===== src/calc_pkg.sv =====
// calc_pkg: operator codes, sign-magnitude word, request structs, width and latency constants
`default_nettype none

package calc_pkg;

    // magnitude width of every operand and result
    localparam int MAG_W = 15;

    // keypad digits above this are not digits
    localparam int DIGIT_MAX = 9;

    // start to finish, in cycles
    localparam int MUL_CYCLES = 16;
    localparam int ADD_CYCLES = 2;

    // NEG toggles the sign of the operand being entered
    typedef enum logic [2:0] {
        OP_NONE = 3'd0,
        OP_NEG  = 3'd1,
        OP_ADD  = 3'd2,
        OP_SUB  = 3'd3,
        OP_MUL  = 3'd4
    } op_t;

    typedef struct packed {
        logic             sign;
        logic [MAG_W-1:0] mag;
    } sm_fields_t;

    // raw view drives the display, fields view feeds the arithmetic
    typedef union packed {
        logic [MAG_W:0] raw;
        sm_fields_t     fields;
    } sm_word_t;

    // entry stage to sequencer
    typedef struct packed {
        op_t      op;
        sm_word_t a;
        sm_word_t b;
    } calc_req_t;

    // sequencer to arithmetic units
    typedef struct packed {
        logic     sub;
        sm_word_t a;
        sm_word_t b;
    } unit_req_t;

endpackage

`default_nettype wire


===== src/operand_entry.sv =====
// operand_entry: keypad digit accumulation, sign toggle and operator capture into a request
`timescale 1ns/1ps
`default_nettype none

module operand_entry import calc_pkg::*; (
    input  logic       clk,
    input  logic       nRST,
    input  logic [3:0] keypad_input,
    input  logic       read_input,
    input  op_t        operator_input,
    input  logic       equal_input,
    input  logic       busy,
    input  logic       complete,
    output calc_req_t  req,
    output logic       req_valid
);

    logic     second_phase;
    op_t      op_q;
    sm_word_t opnd_a;
    sm_word_t opnd_b;
    sm_word_t cur_opnd;
    sm_word_t cur_next;
    logic     accept;

    // mag * 10 + digit, wraps at MAG_W bits
    function automatic logic [MAG_W-1:0] shift_add(
        input logic [MAG_W-1:0] mag,
        input logic [3:0]       digit
    );
        logic [MAG_W-1:0] digit_ext;
        digit_ext = {{(MAG_W-4){1'b0}}, digit};
        return (mag << 3) + (mag << 1) + digit_ext;
    endfunction

    // keys dropped from the equal pulse until the result is shown
    assign accept = !busy && !req_valid;

    assign cur_opnd = second_phase ? opnd_b : opnd_a;

    always_comb begin
        cur_next = cur_opnd;
        if (read_input && keypad_input <= DIGIT_MAX) begin
            cur_next.fields.mag = shift_add(cur_opnd.fields.mag, keypad_input);
        end
        if (operator_input == OP_NEG) begin
            cur_next.fields.sign = ~cur_opnd.fields.sign;
        end
    end

    always_ff @(posedge clk or negedge nRST) begin
        if (!nRST) begin
            second_phase <= 1'b0;
            op_q         <= OP_NONE;
            opnd_a       <= '0;
            opnd_b       <= '0;
            req_valid    <= 1'b0;
        end else begin
            req_valid <= 1'b0;
            if (complete) begin
                // result captured, start over with fresh operands
                second_phase <= 1'b0;
                op_q         <= OP_NONE;
                opnd_a       <= '0;
                opnd_b       <= '0;
            end else if (accept) begin
                if (second_phase) begin
                    opnd_b <= cur_next;
                end else begin
                    opnd_a <= cur_next;
                end
                case (operator_input)
                    OP_ADD, OP_SUB, OP_MUL: begin
                        op_q         <= operator_input;
                        second_phase <= 1'b1;
                    end
                    default: begin
                        op_q <= op_q;
                    end
                endcase
                // equal without an operator is ignored
                if (equal_input && second_phase) begin
                    req_valid <= 1'b1;
                end
            end
        end
    end

    always_comb begin
        req.op = op_q;
        req.a  = opnd_a;
        req.b  = opnd_b;
    end

endmodule

`default_nettype wire


===== src/sm_adder.sv =====
// sm_adder: two-stage sign-magnitude add/subtract with start/finish handshake
`timescale 1ns/1ps
`default_nettype none

module sm_adder import calc_pkg::*; (
    input  logic      clk,
    input  logic      nRST,
    input  unit_req_t unit_req,
    input  logic      start,
    output sm_word_t  result,
    output logic      finish
);

    logic             stage_valid;
    logic             b_sign_eff;
    logic             a_sign;
    logic             b_sign;
    logic [MAG_W-1:0] a_mag;
    logic [MAG_W-1:0] b_mag;
    logic             a_ge_b;
    logic             signs_differ;
    logic [MAG_W-1:0] sum_mag;
    logic             sum_sign;

    // subtract is add with b negated
    assign b_sign_eff = unit_req.b.fields.sign ^ unit_req.sub;

    // first stage: operands, magnitude compare, sign difference
    always_ff @(posedge clk) begin
        if (start) begin
            a_sign       <= unit_req.a.fields.sign;
            b_sign       <= b_sign_eff;
            a_mag        <= unit_req.a.fields.mag;
            b_mag        <= unit_req.b.fields.mag;
            a_ge_b       <= unit_req.a.fields.mag >= unit_req.b.fields.mag;
            signs_differ <= unit_req.a.fields.sign ^ b_sign_eff;
        end
    end

    // second stage: larger magnitude decides the sign
    always_comb begin
        if (!signs_differ) begin
            sum_mag  = a_mag + b_mag;
            sum_sign = a_sign;
        end else if (a_ge_b) begin
            sum_mag  = a_mag - b_mag;
            sum_sign = a_sign;
        end else begin
            sum_mag  = b_mag - a_mag;
            sum_sign = b_sign;
        end
        // x + (-x) shows as +0
        if (signs_differ && sum_mag == '0) begin
            sum_sign = 1'b0;
        end
    end

    always_ff @(posedge clk) begin
        if (stage_valid) begin
            result.fields.sign <= sum_sign;
            result.fields.mag  <= sum_mag;
        end
    end

    always_ff @(posedge clk or negedge nRST) begin
        if (!nRST) begin
            stage_valid <= 1'b0;
            finish      <= 1'b0;
        end else begin
            stage_valid <= start;
            finish      <= stage_valid;
        end
    end

endmodule

`default_nettype wire


===== src/sm_multiplier.sv =====
// sm_multiplier: sequential shift-and-add sign-magnitude multiplier, one bit per cycle
`timescale 1ns/1ps
`default_nettype none

module sm_multiplier import calc_pkg::*; (
    input  logic      clk,
    input  logic      nRST,
    input  unit_req_t unit_req,
    input  logic      start,
    output sm_word_t  result,
    output logic      finish
);

    logic                            active;
    logic [$clog2(MUL_CYCLES)-1:0]   cycle_cnt;
    logic                            last_cycle;
    logic [MAG_W-1:0]                mcand;
    logic [MAG_W-1:0]                mplier;
    logic [MAG_W-1:0]                acc;
    logic [MAG_W-1:0]                partial;
    logic                            prod_sign;

    assign last_cycle = (cycle_cnt == MUL_CYCLES - 1);
    assign partial    = mplier[0] ? mcand : '0;

    always_ff @(posedge clk or negedge nRST) begin
        if (!nRST) begin
            active    <= 1'b0;
            cycle_cnt <= '0;
            finish    <= 1'b0;
        end else begin
            finish <= 1'b0;
            if (start) begin
                active    <= 1'b1;
                cycle_cnt <= 1;
            end else if (active) begin
                if (last_cycle) begin
                    active <= 1'b0;
                    finish <= 1'b1;
                end else begin
                    cycle_cnt <= cycle_cnt + 1'b1;
                end
            end
        end
    end

    // product bits above MAG_W fall off, so acc stays MAG_W wide
    always_ff @(posedge clk) begin
        if (start) begin
            // bit 0 partial product is taken in the load cycle
            acc       <= unit_req.b.fields.mag[0] ? unit_req.a.fields.mag : '0;
            mcand     <= unit_req.a.fields.mag << 1;
            mplier    <= unit_req.b.fields.mag >> 1;
            prod_sign <= unit_req.a.fields.sign ^ unit_req.b.fields.sign;
        end else if (active) begin
            if (last_cycle) begin
                // zero product keeps the xor sign
                result.fields.sign <= prod_sign;
                result.fields.mag  <= acc;
            end else begin
                acc    <= acc + partial;
                mcand  <= mcand << 1;
                mplier <= mplier >> 1;
            end
        end
    end

endmodule

`default_nettype wire


===== src/calc_sequencer.sv =====
// calc_sequencer: request dispatch FSM, unit handshake and display capture
`timescale 1ns/1ps
`default_nettype none

module calc_sequencer import calc_pkg::*; (
    input  logic      clk,
    input  logic      nRST,
    input  calc_req_t req,
    input  logic      req_valid,
    input  sm_word_t  add_result,
    input  logic      add_finish,
    input  sm_word_t  mul_result,
    input  logic      mul_finish,
    output unit_req_t unit_req,
    output logic      add_start,
    output logic      mul_start,
    output logic      busy,
    output logic      complete,
    output sm_word_t  display_output
);

    typedef enum logic [1:0] {
        IDLE,
        DISPATCH,
        WAIT_UNIT,
        SHOW
    } seq_state_t;

    seq_state_t state;
    seq_state_t next_state;
    calc_req_t  req_q;
    logic       use_add;
    logic       use_mul;
    logic       unit_finish;
    sm_word_t   unit_result;

    assign use_add = (req_q.op == OP_ADD) || (req_q.op == OP_SUB);
    assign use_mul = (req_q.op == OP_MUL);

    // only the started unit is listened to
    assign unit_finish = use_mul ? mul_finish : add_finish;
    assign unit_result = use_mul ? mul_result : add_result;

    always_comb begin
        next_state = state;
        case (state)
            IDLE: begin
                if (req_valid) begin
                    next_state = DISPATCH;
                end
            end
            DISPATCH: begin
                // unknown operator drops the request
                if (use_add || use_mul) begin
                    next_state = WAIT_UNIT;
                end else begin
                    next_state = IDLE;
                end
            end
            WAIT_UNIT: begin
                if (unit_finish) begin
                    next_state = SHOW;
                end
            end
            SHOW: begin
                next_state = IDLE;
            end
            default: begin
                next_state = IDLE;
            end
        endcase
    end

    always_ff @(posedge clk or negedge nRST) begin
        if (!nRST) begin
            state          <= IDLE;
            display_output <= '0;
        end else begin
            state <= next_state;
            if (state == WAIT_UNIT && unit_finish) begin
                display_output <= unit_result;
            end
        end
    end

    always_ff @(posedge clk) begin
        if (state == IDLE && req_valid) begin
            req_q <= req;
        end
    end

    always_comb begin
        unit_req.sub = (req_q.op == OP_SUB);
        unit_req.a   = req_q.a;
        unit_req.b   = req_q.b;
    end

    // one-cycle starts, both units share unit_req
    assign add_start = (state == DISPATCH) && use_add;
    assign mul_start = (state == DISPATCH) && use_mul;

    // busy already low while complete is shown
    assign busy     = (state == DISPATCH) || (state == WAIT_UNIT);
    assign complete = (state == SHOW);

endmodule

`default_nettype wire


===== src/calc_top.sv =====
// calc_top: keypad calculator core with entry stage, sequencer, adder and multiplier
`timescale 1ns/1ps
`default_nettype none

module calc_top import calc_pkg::*; (
    input  logic       clk,
    input  logic       nRST,
    input  logic [3:0] keypad_input,
    input  logic       read_input,
    input  op_t        operator_input,
    input  logic       equal_input,
    output logic       complete,
    output sm_word_t   display_output,
    output logic       busy
);

    calc_req_t req;
    logic      req_valid;
    unit_req_t unit_req;
    logic      add_start;
    logic      mul_start;
    sm_word_t  add_result;
    logic      add_finish;
    sm_word_t  mul_result;
    logic      mul_finish;

    operand_entry entry_stage (
        .clk            (clk),
        .nRST           (nRST),
        .keypad_input   (keypad_input),
        .read_input     (read_input),
        .operator_input (operator_input),
        .equal_input    (equal_input),
        .busy           (busy),
        .complete       (complete),
        .req            (req),
        .req_valid      (req_valid)
    );

    calc_sequencer sequencer (
        .clk            (clk),
        .nRST           (nRST),
        .req            (req),
        .req_valid      (req_valid),
        .add_result     (add_result),
        .add_finish     (add_finish),
        .mul_result     (mul_result),
        .mul_finish     (mul_finish),
        .unit_req       (unit_req),
        .add_start      (add_start),
        .mul_start      (mul_start),
        .busy           (busy),
        .complete       (complete),
        .display_output (display_output)
    );

    sm_adder adder (
        .clk      (clk),
        .nRST     (nRST),
        .unit_req (unit_req),
        .start    (add_start),
        .result   (add_result),
        .finish   (add_finish)
    );

    sm_multiplier multiplier (
        .clk      (clk),
        .nRST     (nRST),
        .unit_req (unit_req),
        .start    (mul_start),
        .result   (mul_result),
        .finish   (mul_finish)
    );

endmodule

`default_nettype wire


===== config.mk =====
export PLATFORM = sky130hd
export DESIGN_NAME = calc_top
export DESIGN_NICKNAME = d
export VERILOG_FILES = /design/src/calc_pkg.sv /design/src/operand_entry.sv /design/src/sm_adder.sv /design/src/sm_multiplier.sv /design/src/calc_sequencer.sv /design/src/calc_top.sv
export SDC_FILE = /design/constraint.sdc
export NUM_CORES = 1
export LEC_CHECK = 0
export BUFFER_PORTS_ARGS = -buffer_cell sky130_fd_sc_hd__buf_4
export CORE_MARGIN = 2
export CORE_UTILIZATION = 58
export DETAILED_ROUTE_END_ITERATION = 10
export GPL_TIMING_DRIVEN = 0
export PLACE_DENSITY = 0.79
export SYNTH_ARGS = -nofsm -noshare
export SYNTH_HDL_FRONTEND = slang
export SYNTH_SLANG_ARGS = --single-unit

===== constraint.sdc =====
create_clock -name clk -period 4.7 [get_ports clk]
set_input_delay 0.47 -clock clk [delete_from_list [all_inputs] [get_ports clk]]
set_output_delay 0.47 -clock clk [all_outputs]
set_load 0.01 [all_outputs]

==> results.md <==
| Stage | Parameter | This run |
| --- | --- | --- |
| run status | Outcome | completed |
| synth | Share of synthesized area occupied by flip-flops and latches | 0.508 |
| global route | Maximum number of pins on one net before global-route repair | 64 |
| cells and area | Net count, final | 1236 |
| timing | Count of endpoints failing setup in the final report | 0 |
| setup path | Setup CP Type | flop to flop |
| die | Height of the die | 146 um |
| timing | Final slew viol count | 0 |
| setup path | Data arrival time of the worst path | 4.67 ns |
| synth | Primary flip-flop cell chosen by synthesis mapping | edfxtp_1 |
| synth | Post-synth EDFFs | 145 |
| setup path | Setup crit start kind | flop |
| detailed routing | TritonRoute pass-1 iters | 6 |
| timing | Pin slew with the least headroom to its limit | 1.14 ns |
| timing | Setup repair after global routing missed its margin | false |
| placed design | Routability cong. | 0.911 |
| placed design | Detailed placement HPWL | 19900 um |
| global route | Number of antenna violations at the first check in global routing | 0 |
| global route | Residual overflow from global routing | 0 |
| synth | Nets in the synthesized netlist | 1184 |
| detailed routing | Routed via count divided by cell count | 5.87 |
| clock network | Clock latency at the later pin of the worst-skew pair | 0.50 ns |
| timing | Smallest hold slack | 0.0793 ns |
| cells and area | Cell Count, Final, Fillers Out | 1396 |
| die | Std-Cell Rows | 51 |
| clock network | Number of cells upsized or downsized after cts | 0 |
| synth | Synthesized area | 11700 um^2 |
| setup path | Cell count of the worst reg-to-reg path | 15 |
| clock network | Clk slew on worst S/H paths | 0.06 ns |
| placed design | Cells after DPL | 1356 |
| synth | Synth warn | 0 |
| synth | Flops & latches, synth | 208 |
| clock network | CTS sink count | 208 |
| setup path | Critical Path RT | 5.06 ns |
| die | Chip Width | 146 um |
| clock network | CTS tree | yes |
| setup path | Endpoint type of the worst setup path | flop |
| clock network | Number of buffers inserted to repair setup after CTS | 0 |
| timing | Clock period minus worst slack | 4.31 ns |
| detailed routing | Vias after detailed routing | 8190 |
| timing | Headroom to the max-slew limit | 0.235 |
| synth | Count of cell types in the netlist | 70 |
| timing | Final hold violations | 0 |
| placed design | IO buf count | 27 |
| clock network | Clock root buffer | clkbuf_16 |
| die | Top Ports | 29 |
| power and ir drop | Power density over the cells | 636 nW/um^2 |
| cells and area | Diodes inserted | 0 |
| min path | Worst min-delay path category | input pin to asynchronous set/reset pin |
| global route | Wire length of the first global-routing pass | 42300 um |
| flow run | Reported max-cap violation count | 0 |
| power and ir drop | Static leakage | 5.57 nW |
| clock network | Number of H-tree branching levels | 1 |
| die | Placeable core area | 19600 um^2 |
| timing | Portion of the clock cycle consumed by the worst path in the final layout | 0.916 |
| timing | Final worst clock skew | 0.0239 ns |
| detailed routing | Iteration-0 DRC count of the detailed router | 658 |
| clock network | TritonCTS Buffers | 22 |
| timing | Max Clock Freq | 232 MHz |
| synth | Mean cell area of the mapped netlist | 11.0 um^2 |
| detailed routing | Residual DRC count | 0 |
| synth | Gate Count Post-Synth | 1063 |
| detailed routing | WL per Instance | 18.9 um |
| power and ir drop | VDD IR-drop max | 0.494 mV |
| synth | Async set or reset register ratio after synthesis | 0.303 |
| global route | Number of global-route vias before repair | 8013 |
| cells and area | Area growth from synthesis to layout | 10.6% |
| clock network | Bufs on Longest Clock Path | 3 |
| timing | Final total negative setup slack | 0 ns |
| clock network | Total of hold buffers inserted after clock tree synthesis | 0 |
| die | Die Outline Area | 21300 um^2 |
| detailed routing | Post-route ant nets | 0 |
| cells and area | Ratio of cells with drive above 1 in the final layout | 0.0884 |
| detailed routing | Total wire length after detailed routing | 26400 um |
| setup path | Largest fanout on the critical path | 10 |
| global route | GRT Resource Usage Total | 0.251 |
| die | Effective utilization at floorplan | 0.596 |
area by class of cell:
type	instances	area [um^2]
Fill cell	1509	6670
Clock inverter	3	25.0
Sequential cell	208	5930
Clock buffer	37	658
Inverter	70	263
Timing Repair Buffer	28	223
Multi-Input combinational cell	745	5310
Buffer	40	173
Tap cell	265	332
cell usage in the layout (no fill, tap or decap), drive strengths merged, types with 15 or more instances in the layout:
cell type	synthesis	final
clkbuf	29	66
ha	104	104
a21oi	77	77
xor2	23	23
nand2	100	100
dfrtp	63	63
o21ai	51	51
mux2	21	21
and2	17	17
nor2	89	89
mux2i	35	35
nand3	25	25
a21o	18	18
xnor2	23	23
buf	11	39
inv	69	70
nor3	15	15
edfxtp	145	145
flip-flops by register name, indices dropped and copies added (netlist names), 16 cells and up, named ones only:
register                  count
adder.result                 16
entry_stage.opnd_b           16
sequencer.unit_req           32
multiplier.result            16
entry_stage.opnd_a           16
sequencer.display_output     16
worst paths after layout:
path	to	from	slack (ns)
max	entry_stage.opnd_b[14]	entry_stage.second_phase	0.39
min	entry_stage.opnd_a[10]	nRST	0.08
max reg2reg	entry_stage.opnd_b[14]	entry_stage.second_phase	0.39
min reg2reg	multiplier.result[0]	multiplier.acc[0]	0.43
max in group asynchronous	entry_stage.opnd_a[5]	nRST	4.05
min in group clk	entry_stage.opnd_a[0]	keypad_input[0]	0.22
cell usage after synthesis (21+ instances only):
library cell	count	area share
a21oi_1	77	0.033
clkbuf_1	29	0.0093
dfrtp_1	63	0.14
edfxtp_1	145	0.37
ha_1	104	0.11
inv_1	68	0.022
mux2_2	21	0.020
mux2i_1	35	0.030
nand2_1	100	0.032
nand3_1	25	0.011
nor2_1	89	0.029
o21ai_0	47	0.020
xnor2_1	23	0.017
xor2_1	23	0.017
worst max-delay path, stage by stage (launching register included):
cell	delay (ns)
dfrtp_1	0.31
clkbuf_1	0.36
buf_1	0.55
mux2_2	0.44
ha_1	0.28
ha_1	0.24
fa_1	0.40
a21oi_1	0.14
o21bai_1	0.11
a21oi_1	0.21
o21ai_0	0.16
a41oi_1	0.30
a21oi_1	0.14
xnor2_1	0.35
o21a_1	0.16
nor2_1	0.04
per-stage QoR:
step                instance area (um^2)  setup WS [ns]  power [mW]  utilization
finish                             12900          0.394        8.22        0.659
global route                       12900         0.0618        8.78        0.659
floorplan                          11700           1.09        5.61            -
CTS                                12900          0.354        8.23        0.659
global placement                   12200          0.427        6.41        0.623
detailed placement                 12200          0.367        6.58        0.624
routing by layer:
layer | vias up | track usage | part of all wire
li1 | 3911 | - | -
met5 | - | 0 | 0
met4 | 0 | 0.0912 | 0.035
met3 | 51 | 0.0266 | 0.048
met2 | 250 | 0.423 | 0.48
met1 | 3978 | 0.338 | 0.43
kinds of logic (layout without fill, tap and decap cells):
group / Yosys count / after routing / share of synthesized area
XOR/XNOR: 46 / 46 / 0.0345
flip-flops: 208 / 208 / 0.508
multiplexers: 56 / 56 / 0.0503
adder cells (fa/ha/maj): 110 / 110 / 0.122
AO/OA/AOI/OAI: 228 / 228 / 0.126
AND/OR/NAND/NOR: 305 / 305 / 0.122
buffers and inverters: 110 / 178 / 0.0373
power breakdown:
group,internal [mW],switching [mW]
Clock,0.956,0.678
Sequential,2.75,0.369
Combinational,1.47,1.99
Total,5.18,3.04
(Power assumes the default switching activity.)
